File: src/vdp_defines.svh
// Raster numbers assume a 256x192 NTSC-style frame; VRAM decodes only the low VRAM_ADDR_BITS
`ifndef VDP_DEFINES_SVH
`define VDP_DEFINES_SVH

////////////////////////////////////////
// Horizontal timing in dots
////////////////////////////////////////
`define H_TOTAL         342
`define H_ACTIVE        256
`define HSYNC_START     280
`define HSYNC_END       306

////////////////////////////////////////
// Vertical timing in lines
////////////////////////////////////////
`define V_TOTAL         262
`define V_ACTIVE        192
`define VSYNC_START     216
`define VSYNC_END       219

// VRAM depth as address bits
`define VRAM_ADDR_BITS  10

////////////////////////////////////////
// Register indices and access codes
////////////////////////////////////////
`define REG_MODE0       0
`define REG_MODE1       1
`define REG_BACKDROP    7
`define REG_LINE_IRQ    10

`define CODE_VRAM_READ  0
`define CODE_REG_WRITE  2
`define CODE_PALETTE    3

`endif

File: src/vdp_cpu_pkg.sv
// Host-side types; register index is 4 bits wide and the palette holds 2 bits per channel
`default_nettype none

package vdp_cpu_pkg;

    // One host access, strobes last a single cycle
    typedef struct packed {
        logic       portsel;    // 0 data, 1 control
        logic [7:0] wrdata;
        logic       wren;
        logic       rddone;
        logic       wrdone;
    } cpu_bus_t;

    // Second control byte, address form
    typedef struct packed {
        logic [1:0] code;
        logic [5:0] addr_hi;
    } ctrl_addr_t;

    // Second control byte, register-write form
    typedef struct packed {
        logic [1:0] code;
        logic [1:0] spare;
        logic [3:0] reg_idx;
    } ctrl_reg_t;

    typedef union packed {
        ctrl_addr_t addr_view;
        ctrl_reg_t  reg_view;
    } ctrl_hi_u;

    typedef struct packed {
        logic [1:0] blue;
        logic [1:0] green;
        logic [1:0] red;
    } pal_rgb_t;

    typedef struct packed {
        logic       wren;
        logic [4:0] addr;
        pal_rgb_t   data;
    } pal_wr_t;

endpackage

`default_nettype wire

File: src/vdp_video_pkg.sv
// Video-side types; only backdrop and line reload reach the raster path
`default_nettype none

package vdp_video_pkg;

    // Register values seen by the video side
    typedef struct packed {
        logic [3:0] backdrop;
        logic [7:0] line_reload;
    } video_regs_t;

    // Raster strobes straight from the counters
    typedef struct packed {
        logic hsync;
        logic vsync;
        logic blank;
    } raster_t;

endpackage

`default_nettype wire
File: src/vdp_color_out.sv
// Backdrop only, no tile data; colour and strobes trail the raster counters by two cycles
`default_nettype none
`timescale 1ns/1ps

module vdp_color_out (
    input  wire                              video_clk,
    input  wire                              reset,
    input  wire vdp_video_pkg::raster_t      raster,
    input  wire vdp_video_pkg::video_regs_t  vregs,
    input  wire vdp_cpu_pkg::pal_wr_t        pal_wr,
    output logic [3:0]                       video_r,
    output logic [3:0]                       video_g,
    output logic [3:0]                       video_b,
    output logic                             video_de,
    output logic                             video_hsync,
    output logic                             video_vsync
);
    import vdp_cpu_pkg::*;
    import vdp_video_pkg::*;

    pal_rgb_t palette [32];
    pal_rgb_t color_q;
    raster_t  raster_q;

    always_ff @(posedge video_clk) begin
        if (pal_wr.wren) begin
            palette[pal_wr.addr] <= pal_wr.data;
        end
    end

    ////////////////////////////////////////
    // Stage 1, lookup of entry 16 + backdrop
    ////////////////////////////////////////
    always_ff @(posedge video_clk) begin
        color_q <= palette[{1'b1, vregs.backdrop}];
    end

    always_ff @(posedge video_clk or posedge reset) begin
        if (reset) begin
            raster_q <= '{hsync: 1'b0, vsync: 1'b0, blank: 1'b1};
        end else begin
            raster_q <= raster;
        end
    end

    ////////////////////////////////////////
    // Stage 2, output registers
    ////////////////////////////////////////
    always_ff @(posedge video_clk or posedge reset) begin
        if (reset) begin
            video_r     <= 4'd0;
            video_g     <= 4'd0;
            video_b     <= 4'd0;
            video_de    <= 1'b0;
            video_hsync <= 1'b0;
            video_vsync <= 1'b0;
        end else begin
            video_hsync <= raster_q.hsync;
            video_vsync <= raster_q.vsync;
            video_de    <= !raster_q.blank;
            if (raster_q.blank) begin
                video_r <= 4'd0;
                video_g <= 4'd0;
                video_b <= 4'd0;
            end else begin
                // 2-bit channels repeated to 4 bits
                video_r <= {color_q.red, color_q.red};
                video_g <= {color_q.green, color_q.green};
                video_b <= {color_q.blue, color_q.blue};
            end
        end
    end

endmodule

`default_nettype wire

File: config.mk
export PLATFORM = sky130hd
export DESIGN_NAME = vdp_color_out
export DESIGN_NICKNAME = d
export VERILOG_FILES = /design/src/vdp_defines.svh /design/src/vdp_cpu_pkg.sv /design/src/vdp_video_pkg.sv /design/src/vdp_color_out.sv
export SDC_FILE = /design/constraint.sdc
export NUM_CORES = 1
export LEC_CHECK = 0
export ABC_AREA = 1
export BUFFER_PORTS_ARGS = -buffer_cell sky130_fd_sc_hd__buf_2
export CAP_MARGIN = 20
export CORE_MARGIN = 3
export CORE_UTILIZATION = 63
export CTS_CLUSTER_SIZE = 20
export DETAILED_ROUTE_END_ITERATION = 10
export GPL_TIMING_DRIVEN = 0
export PLACE_DENSITY = 0.84
export SYNTH_ARGS = -nofsm -noshare
export SYNTH_HDL_FRONTEND = slang
export SYNTH_SLANG_ARGS = --single-unit
File: constraint.sdc
create_clock -name video_clk -period 1.8 [get_ports video_clk]
set_input_delay 0.09 -clock video_clk [delete_from_list [all_inputs] [get_ports video_clk]]
set_output_delay 0.09 -clock video_clk [all_outputs]
set_load 0.01 [all_outputs]
== Word level (Yosys, flattened, before mapping) ==
Memory sizes are Yosys's and may differ from the RTL's. A register that Yosys moved wholly into a read port is not among the register bits.
Index checks and enable logic that the tools add are counted.
W data, S select, Z words.
Cells by class
  multiplexer cells: 5
  reduce and logical (&&, ||, !) cells: 1
Operators by type and width (count)
  $mux W4: 3
  $mux W1: 2
  $logic_not A1 Y1: 1
Storage, ports and cells
  register bits after elaboration: 18
  memory bits (writable): 192
  input bits: 29
  output and inout port bits: 15
  word-level logic and storage cells: 16
  memories kept: 1
Memory list
  palette: depth 32, bits a word 6, rd ports 1, clocked after memory_dff 1, wr ports 1, RTL line vdp_color_out.sv:21  | pal_rgb_t palette [32];

== Depth between registers and ports, before layout ==
  depth after elaboration: 2
  mapped depth: 8

== Worst setup path before layout ==
OpenSTA, ideal clock, no wires.
  path kind: input to register
  start: input port pal_wr[9] (netlist bit)
  end: memory palette[16][0] (netlist bit) (enable)
  setup time: 0.350 ns
  arrival time: 0.579 ns
  path slack: 0.871 ns
  cell stages on the path: 3
  path buffers: 0
  path through: inv_1 > nand3_1 > nor2_1
RTL lines
  start: declaration: RTL line vdp_color_out.sv:10  | input wire vdp_cpu_pkg::pal_wr_t pal_wr,
  end: declaration: RTL line vdp_color_out.sv:21
Straight into the memory's write port.

== Worst setup path after layout ==
  start: register video_g[2]
  end: output port video_g[2]
RTL lines
  start: declaration: RTL line vdp_color_out.sv:12  | output logic [3:0] video_g,
  start signal: assignment: RTL line vdp_color_out.sv:68  | video_g <= {color_q.green, color_q.green};
No word-level cell between the ends.

==> impl_metrics.csv <==
group,metric,value,unit
run_status,status,"complete, no violations",
synth,synth_area_per_cell,10.4,um^2
place,dp_hpwl,6.54,mm
synth,yosys_register_bits,114,
synth,muxShareOfSynthArea,0,%
drt,via_per_inst,5.55,
drt,dr_total_vias,3449,
synth,synth_top_area_cell,"edfxtp_1",
synth,ys_top_cells_by_area,"edfxtp_1, nand2_1, nand3_1, inv_1, dfrtp_1",
cts,cts_tree,"built",
pwr,power_density,1150,nW/um^2
synth,synth_top_family_by_area,"simple AND/OR/NAND/NOR gates",
synth,synth_most_common_cell,"nand2_1",
timing,rsz0062_at_grt,"false",
timing,hold_viol,0,
timing,slew_violations,0,
critical_path,cp.required,1.71,ns
synth,synth_top_cell_area_share,61.0,%
die,core_area,7020,um^2
synth,synth-compound-area-share,0,%
cts,cts_buffer_depth,2,
die,die_x,92.6,um
synth,synth_edf_count,96,
critical_path,worstSetupPathType,"flip-flop to output port",
pwr,pwr-share-clk,48.9,%
cts,h-tree-depth,4,
drt,drt_iter0_markers,442,
timing,setup_violations,0,
synth,syn_area,4730,um^2
drt,final_antenna_net_count,0,
pwr,power.leakage,2.56,nW
place,placedCellCount,583,
synth,synth.yosys.warnings,0,
synth,synth_commonest_cells,"nand2_1, edfxtp_1, inv_1",
die,initial_core_util,67.4,%
synth,synthXorXnorAreaFrac,0,%
timing,tightest_slew,0.590,ns
synth,synth.distinct_cells,13,
synth,async_flop_share,10.5,%
synth,yosysSeqAreaShare,69.9,%
die,io_pins,44,
critical_path,reg2reg_from,"palette[20][2]$_DFFE_PP_",
timing,tns,0,ns
drt,drcViolationCount,0,
synth,synth_nets,482,
critical_path,critPathLaunch,"video_g[2]$_DFF_PP0_",
global_route,grt_pass1_wl,16.7,mm
pwr,power.share.combinational,5.9,%
critical_path,endpoint_kind,"output port",
timing,period_needed,1.23,ns
cts,cts_buffers,17,
synth,synth_cells,453,
place,place_congestion,0.965,
layout,diodes,0,
pwr,intPower,5.13,mW
cts,insertion_delay,0.51,ns
synth,synth_simple_gate_area_share,20.2,%
timing,slew_headroom,60.5,%
layout,nNetsFinal,543,
pwr,netSwitchingPower,1.38,mW
timing,post-route-period-util,68.5,%
timing,skew,0.00703,ns
critical_path,worstPathArrival,1.14,ns
drt,drtPass1Iterations,7,
layout,instances_no_fill,622,
worst_hold_path,hp-start,"pal_wr[1]",
layout,n_fill_cell,396,
die,rows,30,
cts,clock_sinks,114,
die,die_h,92.6,um
critical_path,worstSetupStartpointType,"flip-flop",
drt,wl_per_cell,17.1,um
drt,wl,10.6,mm
flow_run,maxCapViolCount,0,
global_route,grt_overflow,0,
cts,cts.repair.resized,0,
pwr,swShare,21.2,%
critical_path,cp_max_fo,2,
pwr,vdd_drop_max,0.866,mV
global_route,grt_usage,27.0,%
synth,ys.flop_type,"edfxtp_1",
global_route,antenna_found_initial,0,
cts,cts_root_buffer,"clkbuf_8",
cts,clkTransAtPathRegs,0.06,ns
pwr,seqPwrFrac,45.2,%
global_route,grt_pass1_vias,3394,
die,die-area,8580,um^2
layout,drive_above_1_share,15.6,%
place,io_buffer_count,34,
timing,clock.fmax,811,MHz
layout,syn_to_final_growth,19.7,%
worst_hold_path,min_path_type,"input pin to flip-flop",
synth,synth-adder-area-share,0,%
global_route,grt_max_degree,17,
==> power groups by stage <==
| stage | logic (mW) | clock network, mW | registers, mW |
|---|---|---|---|
| floorplan | 0.200 | 0 | 3.00 |
| CTS | 0.380 | 3.18 | 2.94 |
| global route | 0.421 | 3.35 | 2.95 |
| finish | 0.387 | 3.19 | 2.94 |
| detailed placement | 0.359 | 0 | 3.00 |
| global placement | 0.349 | 0 | 2.99 |
==> state kept, by name (all words and copies together), names as in the netlist <==
name         cells
color_q          6
palette         96
raster_q         3
video_b          2
video_de         1
video_g          2
video_hsync      1
video_r          2
video_vsync      1
==> area by class of cell <==
class                   count  area [um^2]  area share [%]
repair buffers             42          250            4.42
clock buffers              19          422            7.45
inverters                  88          330            5.83
well taps                  96          120            2.12
flip-flops and latches    114         3300            58.4
clock inverters            12          141            2.50
multi-input cells         228          956            16.9
plain buffers              23          139            2.45
==> worst max-delay path, stage by stage (launching register included) <==
cell,delay (ns)
dfrtp_1,0.38
buf_4,0.13
buf_2,0.13
==> layout by cell type, fill, tap and decap left out, drive strengths merged <==
cell type    count
dfstp            1
edfxtp          96
inv             88
nand2          126
nor2            22
buf             55
dfxtp            6
clkinv           5
clkbuf          21
dfrtp           11
dlygate4sd3      8
bufinv           3
nand3           80
clkinvlp         4
==> per-stage QoR <==
stage	total power, mW	util (%)	area (um^2)	hold slack [ns]	setup slack [ns]
finish	6.52	80.7	5660	0.00883	0.567
global route	6.72	80.7	5660	0.00714	0.522
CTS	6.51	80.7	5660	0.000322	0.551
detailed placement	3.35	71.5	5020	0.0964	0.455
global placement	3.34	71.5	5020	0.0831	0.492
floorplan	3.20	-	4730	-0.0460	0.871
==> kinds of logic (layout without fill, tap and decap cells) <==
logic type / Yosys count / count (layout)
and+or+nand+nor: 228 / 228
DFF: 114 / 114
buffers and inverters: 111 / 184
==> metal layers <==
| layer | GRT usage, % | wire (um) | vias to the layer above |
|---|---|---|---|
| li1 | - | - | 1565 |
| met1 | 32.3 | 3990 | 1634 |
| met2 | 44.9 | 5400 | 213 |
| met3 | 7.07 | 874 | 37 |
| met4 | 14.3 | 389 | 0 |
| met5 | 0 | 0 | - |
==> path summary, 6_finish.rpt <==
path,to,slack (ns),cells past startpoint
worst min register to register,video_hsync$_DFF_PP0_,0.35,0
worst max register to register,color_q[2]$_DFF_P_,0.73,6
worst max-delay path,video_g[2],0.57,2
max in group asynchronous,raster_q[0]$_DFF_PP1_,1.36,3
worst min-delay path,palette[21][1]$_DFFE_PP_,0.009,1
min in group asynchronous,video_g[1]$_DFF_PP0_,0.11,3
==> timing repair <==
| item | CTS | global route |
|---|---|---|
| endpoints found under the hold margin | 69 | 0 |
| setup buffers | 0 | 0 |
| hold buffers | 8 | 0 |
Note: power is estimated with default switching activity, not from simulation.
