## config.mk

```make
export PLATFORM = sky130hd
export DESIGN_NAME = vdp_raster_timing
export DESIGN_NICKNAME = d
export VERILOG_FILES = /design/src/vdp_video_pkg.sv /design/src/vdp_raster_timing.sv
export VERILOG_INCLUDE_DIRS = /design/src
export SDC_FILE = /design/constraint.sdc
export NUM_CORES = 1
export LEC_CHECK = 0
export ABC_AREA = 1
export BUFFER_PORTS_ARGS = -buffer_cell sky130_fd_sc_hd__buf_2
export CORE_MARGIN = 2
export CORE_UTILIZATION = 50
export DETAILED_ROUTE_END_ITERATION = 12
export GPL_ROUTABILITY_DRIVEN = 0
export PLACE_DENSITY = 0.71
export REMOVE_ABC_BUFFERS = 1
export SYNTH_ARGS = -nofsm -noshare
export SYNTH_HDL_FRONTEND = slang
export SYNTH_SLANG_ARGS = --single-unit
export TNS_END_PERCENT = 30
```

## constraint.sdc

```tcl
create_clock -name video_clk -period 1.8 [get_ports video_clk]
set_input_delay 0.27 -clock video_clk [delete_from_list [all_inputs] [get_ports video_clk]]
set_output_delay 0.27 -clock video_clk [all_outputs]
set_load 0.01 [all_outputs]
```

## src/vdp_defines.svh

```systemverilog
// Raster numbers assume a 256x192 NTSC-style frame; VRAM decodes only the low VRAM_ADDR_BITS
`ifndef VDP_DEFINES_SVH
`define VDP_DEFINES_SVH

////////////////////////////////////////
// Horizontal timing in dots
////////////////////////////////////////
`define H_TOTAL         342
`define H_ACTIVE        256
`define HSYNC_START     280
`define HSYNC_END       306

////////////////////////////////////////
// Vertical timing in lines
////////////////////////////////////////
`define V_TOTAL         262
`define V_ACTIVE        192
`define VSYNC_START     216
`define VSYNC_END       219

// VRAM depth as address bits
`define VRAM_ADDR_BITS  10

////////////////////////////////////////
// Register indices and access codes
////////////////////////////////////////
`define REG_MODE0       0
`define REG_MODE1       1
`define REG_BACKDROP    7
`define REG_LINE_IRQ    10

`define CODE_VRAM_READ  0
`define CODE_REG_WRITE  2
`define CODE_PALETTE    3

`endif

```

## src/vdp_video_pkg.sv

```systemverilog
// Video-side types; only backdrop and line reload reach the raster path
`default_nettype none

package vdp_video_pkg;

    // Register values seen by the video side
    typedef struct packed {
        logic [3:0] backdrop;
        logic [7:0] line_reload;
    } video_regs_t;

    // Raster strobes straight from the counters
    typedef struct packed {
        logic hsync;
        logic vsync;
        logic blank;
    } raster_t;

endpackage

`default_nettype wire
```

## src/vdp_raster_timing.sv

```systemverilog
// Fixed NTSC-style timing from the defines; strobes are combinational, pulses registered
`default_nettype none
`timescale 1ns/1ps
`include "vdp_defines.svh"

module vdp_raster_timing (
    input  wire                              video_clk,
    input  wire                              reset,
    input  wire vdp_video_pkg::video_regs_t  vregs,
    output vdp_video_pkg::raster_t           raster,
    output logic                             frame_pulse,
    output logic                             line_pulse,
    output logic                             newframe,
    output logic [7:0]                       vcnt
);
    logic [8:0] h_count;
    logic [8:0] v_count;
    logic [8:0] v_next;
    logic       h_wrap;
    logic [7:0] line_cnt;

    ////////////////////////////////////////
    // Dot and line counters
    ////////////////////////////////////////
    assign h_wrap = (h_count == 9'(`H_TOTAL - 1));
    assign v_next = (v_count == 9'(`V_TOTAL - 1)) ? 9'd0 : v_count + 9'd1;

    always_ff @(posedge video_clk or posedge reset) begin
        if (reset) begin
            h_count <= 9'd0;
            v_count <= 9'd0;
        end else begin
            h_count <= h_wrap ? 9'd0 : h_count + 9'd1;
            if (h_wrap) begin
                v_count <= v_next;
            end
        end
    end

    // Sync and blanking decode
    always_comb begin
        raster.hsync = (h_count >= `HSYNC_START) && (h_count < `HSYNC_END);
        raster.vsync = (v_count >= `VSYNC_START) && (v_count < `VSYNC_END);
        raster.blank = (h_count >= `H_ACTIVE) || (v_count >= `V_ACTIVE);
    end

    assign vcnt = v_count[7:0];

    ////////////////////////////////////////
    // Frame and line pulses
    ////////////////////////////////////////
    always_ff @(posedge video_clk or posedge reset) begin
        if (reset) begin
            frame_pulse <= 1'b0;
            newframe    <= 1'b0;
            line_pulse  <= 1'b0;
            line_cnt    <= 8'd0;
        end else begin
            frame_pulse <= h_wrap && (v_next == `V_ACTIVE);
            newframe    <= h_wrap && (v_next == 9'd0);
            line_pulse  <= 1'b0;
            if (h_wrap) begin
                // Counts down through the active lines, reloads below them
                if (v_next <= `V_ACTIVE) begin
                    if (line_cnt == 8'd0) begin
                        line_pulse <= 1'b1;
                        line_cnt   <= vregs.line_reload;
                    end else begin
                        line_cnt <= line_cnt - 8'd1;
                    end
                end else begin
                    line_cnt <= vregs.line_reload;
                end
            end
        end
    end

endmodule

`default_nettype wire

```

Word-level counts from Yosys, hierarchy flattened
Index checks and enable logic that the tools add are counted.

Output and inout bits: 14. Bits in writable memories: 0. Bits in read-only memories: 0. Latch bits: 0. Logic and storage cells: 33. Memories: 0. Bits of input ports: 14. Flip-flop bits (word level): 29.

Divide/modulo/power cells: 0. Multiply operators: 0. Bitwise logic cells: 0. Reduce and logical (&&, ||, !) cells: 7. Add/subtract/negate cells: 3. Order comparisons: 7. Shifts and indexed selects: 0. Equality and inequality tests: 3. Multiplexer cells: 7.

Operators with widths (count): adder 9 x 1 -> 9 bit (second input constant) (2); == test 9 bit (second input constant) (2); greater-or-equal comparator 9 x 8 -> 1 bit (second input constant) (2); greater-or-equal comparator 9 bit (second input constant) (2); two-way mux 9 bit (2); two-way mux 8 bit (2); == test 9 x 8 -> 1 bit (second input constant) (1); <= comparator 9 x 8 -> 1 bit (second input constant) (1); logical NOT 9 bit (1); < comparator 9 x 8 -> 1 bit (second input constant) (1); < comparator 9 bit (second input constant) (1); logical NOT 8 bit (1); subtractor 8 x 1 -> 8 bit (second input constant) (1); logical AND 1 bit (4); two-way mux 1 bit (3); logical OR 1 bit (1).

Logic depth before layout (Yosys ltp)
Depth in word-level cells: 5. Mapped depth: 13. Gate-level depth less buffers: 13.

Least setup slack after synthesis
No wires, ideal clock.

Path kind: reg2reg. From: register v_count[1]. To: register line_cnt[6]. Clock period less this slack: 1.589 ns. Path slack: 0.211 ns. Stages on the path, launching flop included: 14. Setup time: 0.117 ns. Path buffers: 0. Arrival: 1.472 ns. Data required time: 1.683 ns. Cells stage by stage: dfrtp_1 -> inv_1 -> ha_1 -> nand2_1 -> inv_1 -> nand2_1 -> nor2_2 -> nor2_1 -> nor2_1 -> nand3_2 -> nand2_2 -> nand3_1 -> nand3_1 -> nand2_1.

Longest elaborated chain between the ends: 4. Elaborated cells between the ends (all ways): 5. Those cells by class: add/sub: 1; order compare: 1; eq/ne: 1; mux: 2.

Ends and longest elaborated chain: start, declared (RTL line vdp_raster_timing.sv:17) `logic [8:0] v_count;`; start signal, assigned (RTL line vdp_raster_timing.sv:35) `v_count <= v_next;`; adder 9 x 1 -> 9 bit / == test 9 bit (equally long branches) (RTL line vdp_raster_timing.sv:26) `` assign v_next = (v_count == 9'(`V_TOTAL - 1)) ? 9'd0 : v_count + 9'd1; ``; two-way mux 9 bit * (RTL line vdp_raster_timing.sv:26); <= comparator 9 x 8 -> 1 bit (no line) *; two-way mux 8 bit * (RTL line vdp_raster_timing.sv:64) `` if (v_next <= `V_ACTIVE) begin ``; end signal, assigned (RTL line vdp_raster_timing.sv:67) `line_cnt <= vregs.line_reload;`; end signal, assigned (RTL line vdp_raster_timing.sv:69) `line_cnt <= line_cnt - 8'd1;`; end signal, assigned (RTL line vdp_raster_timing.sv:72) `line_cnt <= vregs.line_reload;`; end, declared (RTL line vdp_raster_timing.sv:20) `logic [7:0] line_cnt;`.

Every way passes the cells marked *; elsewhere a longest branch is shown, timed or not. A chain may end at the register's enable or synchronous reset.

Final worst setup path
From: register v_count[3]. To: register line_cnt[0].

The elaborated chain is that of the path after synthesis.

==> flow_summary.json <==
{
  "antenna_found_initial": 0,
  "yosysTopAreaCell": "dfrtp_1",
  "grtUsageTotal_pct": 20.2,
  "path_buf_inv": 1,
  "layout_worst_path_cycle_share_pct": 99.2,
  "numPortBuffers": 23,
  "fin_crit_ns": 1.79,
  "power_leakage_nw": 1.34,
  "power_density_nw_per_um2": 471,
  "clkTransAtPathRegs_ns": 0.06,
  "syn_inst": 300,
  "crit_top_cell": "nand2_1",
  "synth_cell_types": 30,
  "core_area_um2": 4060,
  "fin_util_pct": 64.5,
  "hold_buffers": 0,
  "crit_path_end_kind": "register",
  "netlist_area_um2": 2130,
  "relSlewSlack_pct": 75.0,
  "grt_max_degree": 30,
  "start_util_pct": 52.4,
  "fp.dieW_um": 69.2,
  "rows": 23,
  "vias_per_cell": 5.22,
  "vias": 2022,
  "hold_viol_final": 0,
  "rsz0062_at_grt": "yes",
  "tritoncts_num_sinks": 29,
  "die_y_um": 69.2,
  "yosysSeqAreaShare_pct": 34.1,
  "worst_slew_pin_slew_ns": 0.376,
  "antenna_left": 0,
  "yosys_warnings": 0,
  "insertedDiodeCount": 0,
  "cts_tree": "built",
  "crit_chain": "nand2_2, nor2_1, nand2_1, nand2_1, nand2_1, inv_2, nand2_4, nor2_4, nand2_4, nand3_1, nand3_2, nand2_1",
  "drt_iter0_drc": 154,
  "ios": 28,
  "slowest_stage": "dfrtp_1",
  "setup_viol": 0,
  "worstPathRequired_ns": 2.02,
  "tns_ns": 0,
  "timing.hold.ws_ns": 0.0464,
  "cp-start-kind": "register",
  "crit_type": "reg -> reg",
  "drc": 0,
  "cp_max_fo": 9,
  "clock_skew_ns": 0.00273,
  "clockBufferDepth": 2,
  "die_area_um2": 4790,
  "cts-root-buf": "clkbuf_8",
  "peakVddDrop_v": 0.000508,
  "dpl.hpwl_um": 3280,
  "numCtsBuffers": 5,
  "grt_pass1_wl_um": 7920,
  "synth_area_leaders": "dfrtp_1 (34%), nand2_1 (10%), nand3_1 (9.9%)",
  "drive_gt1_share_pct": 34.1,
  "dr.pass1.iters": 4,
  "synth_top_area_share_pct": 34.1,
  "fin_nets": 359,
  "clock_latency_ns": 0.28,
  "grt_overflow_total": 0,
  "hold_path.class": "in -> async",
  "critical-path-top-delay-family": "simple AND/OR/NAND/NOR gates",
  "first_global_vias": 1800,
  "status": "finished clean",
  "synthToLayoutAreaGrowth_pct": 23.2,
  "arrival_ns": 2.01,
  "fmax_ghz": 0.560,
  "wirelength_um": 5020,
  "max_stage_delay_ns": 0.47,
  "ys_ff_latch": 29,
  "slew_viol_final": 0,
  "htreeDepth": 2,
  "avgSynthCellArea_um2": 7.09,
  "wire_per_inst_um": 13.0,
  "maxCapViolations": 0
}
==> registers in the layout, summed over array words and instances, names as in the netlist <==
| signal | cells |
|---|---|
| h_count | 9 |
| v_count | 9 |
| line_cnt | 8 |
| frame_pulse | 1 |
| line_pulse | 1 |
| newframe | 1 |
==> area by class of cell <==
type	instances	area, µm²
Timing Repair Buffer	42	262
Multi-Input combinational cell	207	1280
Inverter	52	200
Fill cell	351	1440
Sequential cell	29	731
Tap cell	50	62.6
Clock buffer	7	86.3
==> metal layers <==
metal / track usage [%] / up-vias / wire, µm
met1: 27.6 / 944 / 2280
met5: 0 / - / 0
met3: 4.22 / 4 / 267
met4: 7.41 / 0 / 40
li1: - / 1021 / -
met2: 31.7 / 53 / 2430
==> what timing repair did <==
item                                    CTS  global route
endpoints found under the setup margin    1            12
gates resized for setup                   1            49
pin swaps                                 1            14
buffers inserted                          2             6
==> power breakdown <==
group,internal [mW],total (mW),switching (mW)
Clock,0.303,0.550,0.247
Sequential,0.652,0.652,0
Combinational,0.00991,0.0309,0.0209
Total,0.965,1.23,0.268
==> per-stage QoR <==
stage / instances / setup WS [ns] / power, mW / cell area (µm²)
after floorplan: 288 / -0.277 / 0.678 / 2030
after global placement: 372 / 0.0401 / 0.694 / 2290
after detailed placement: 372 / 0.0197 / 0.695 / 2290
after CTS: 381 / 0.00879 / 1.25 / 2390
after global routing: 387 / -0.0757 / 1.28 / 2620
final: 387 / 0.0142 / 1.23 / 2620
==> synthesized netlist by cell type <==
master and number:
nand2_1 57, inv_1 44, nand3_1 42, nor2_1 31, dfrtp_1 29, o21ai_0 19, a21oi_1 12, buf_4 10
ha_1 8, inv_2 8, nor3_1 6, nor2_4 5, nand2_2 4, nand2_4 3, nand4_1 3, nor2_2 3
o21ai_1 2, o21bai_1 2, a2111oi_0 1, a21oi_2 1, a31oi_1 1, buf_6 1, clkbuf_8 1, nand3_2 1
nor3_2 1, nor4_2 1, nor4_4 1, o21ai_2 1, or2_2 1, xor2_1 1
==> kinds of logic after synthesis <==
logic type | after synthesis | share of synthesized area, %
AOI/OAI and AO/OA | 39 | 10.0
xor gates and xnor gates | 1 | 0.412
adders and majority gates | 8 | 4.71
buffers and inverters | 64 | 13.9
DFF | 29 | 34.1
and+or+nand+nor | 159 | 36.8
==> worst min-delay path: cells and delay by family <==
family | cells | cell delay [ns]
buffers and inverters | 3 | 0.47
==> cell usage in the layout, fill, tap and decap left out, types with 6 or more instances in the layout <==
cell type / instances
a21oi_1: 12
nand2_1: 52
nor2_2: 7
nand3_2: 17
inv_2: 10
dfrtp_1: 25
o21ai_0: 19
inv_1: 41
nand2_2: 6
nand3_1: 26
buf_2: 23
nor2_1: 25
clkbuf_8: 6
nor2_4: 7
buf_4: 18
ha_1: 6
==> path summary, 6_finish.rpt <==
path,from,to,slack [ns],cells past startpoint
max in group asynchronous,reset,v_count[4],1.46,3
max reg2reg,v_count[3],line_cnt[0],0.01,12
min in group video_clk,vregs[4],line_cnt[4],0.32,5
max,v_count[3],line_cnt[0],0.01,12
min reg2reg,line_cnt[1],line_cnt[1],0.48,2
min,reset,h_count[1],0.05,3
Note: power is estimated with default switching activity, not from simulation.
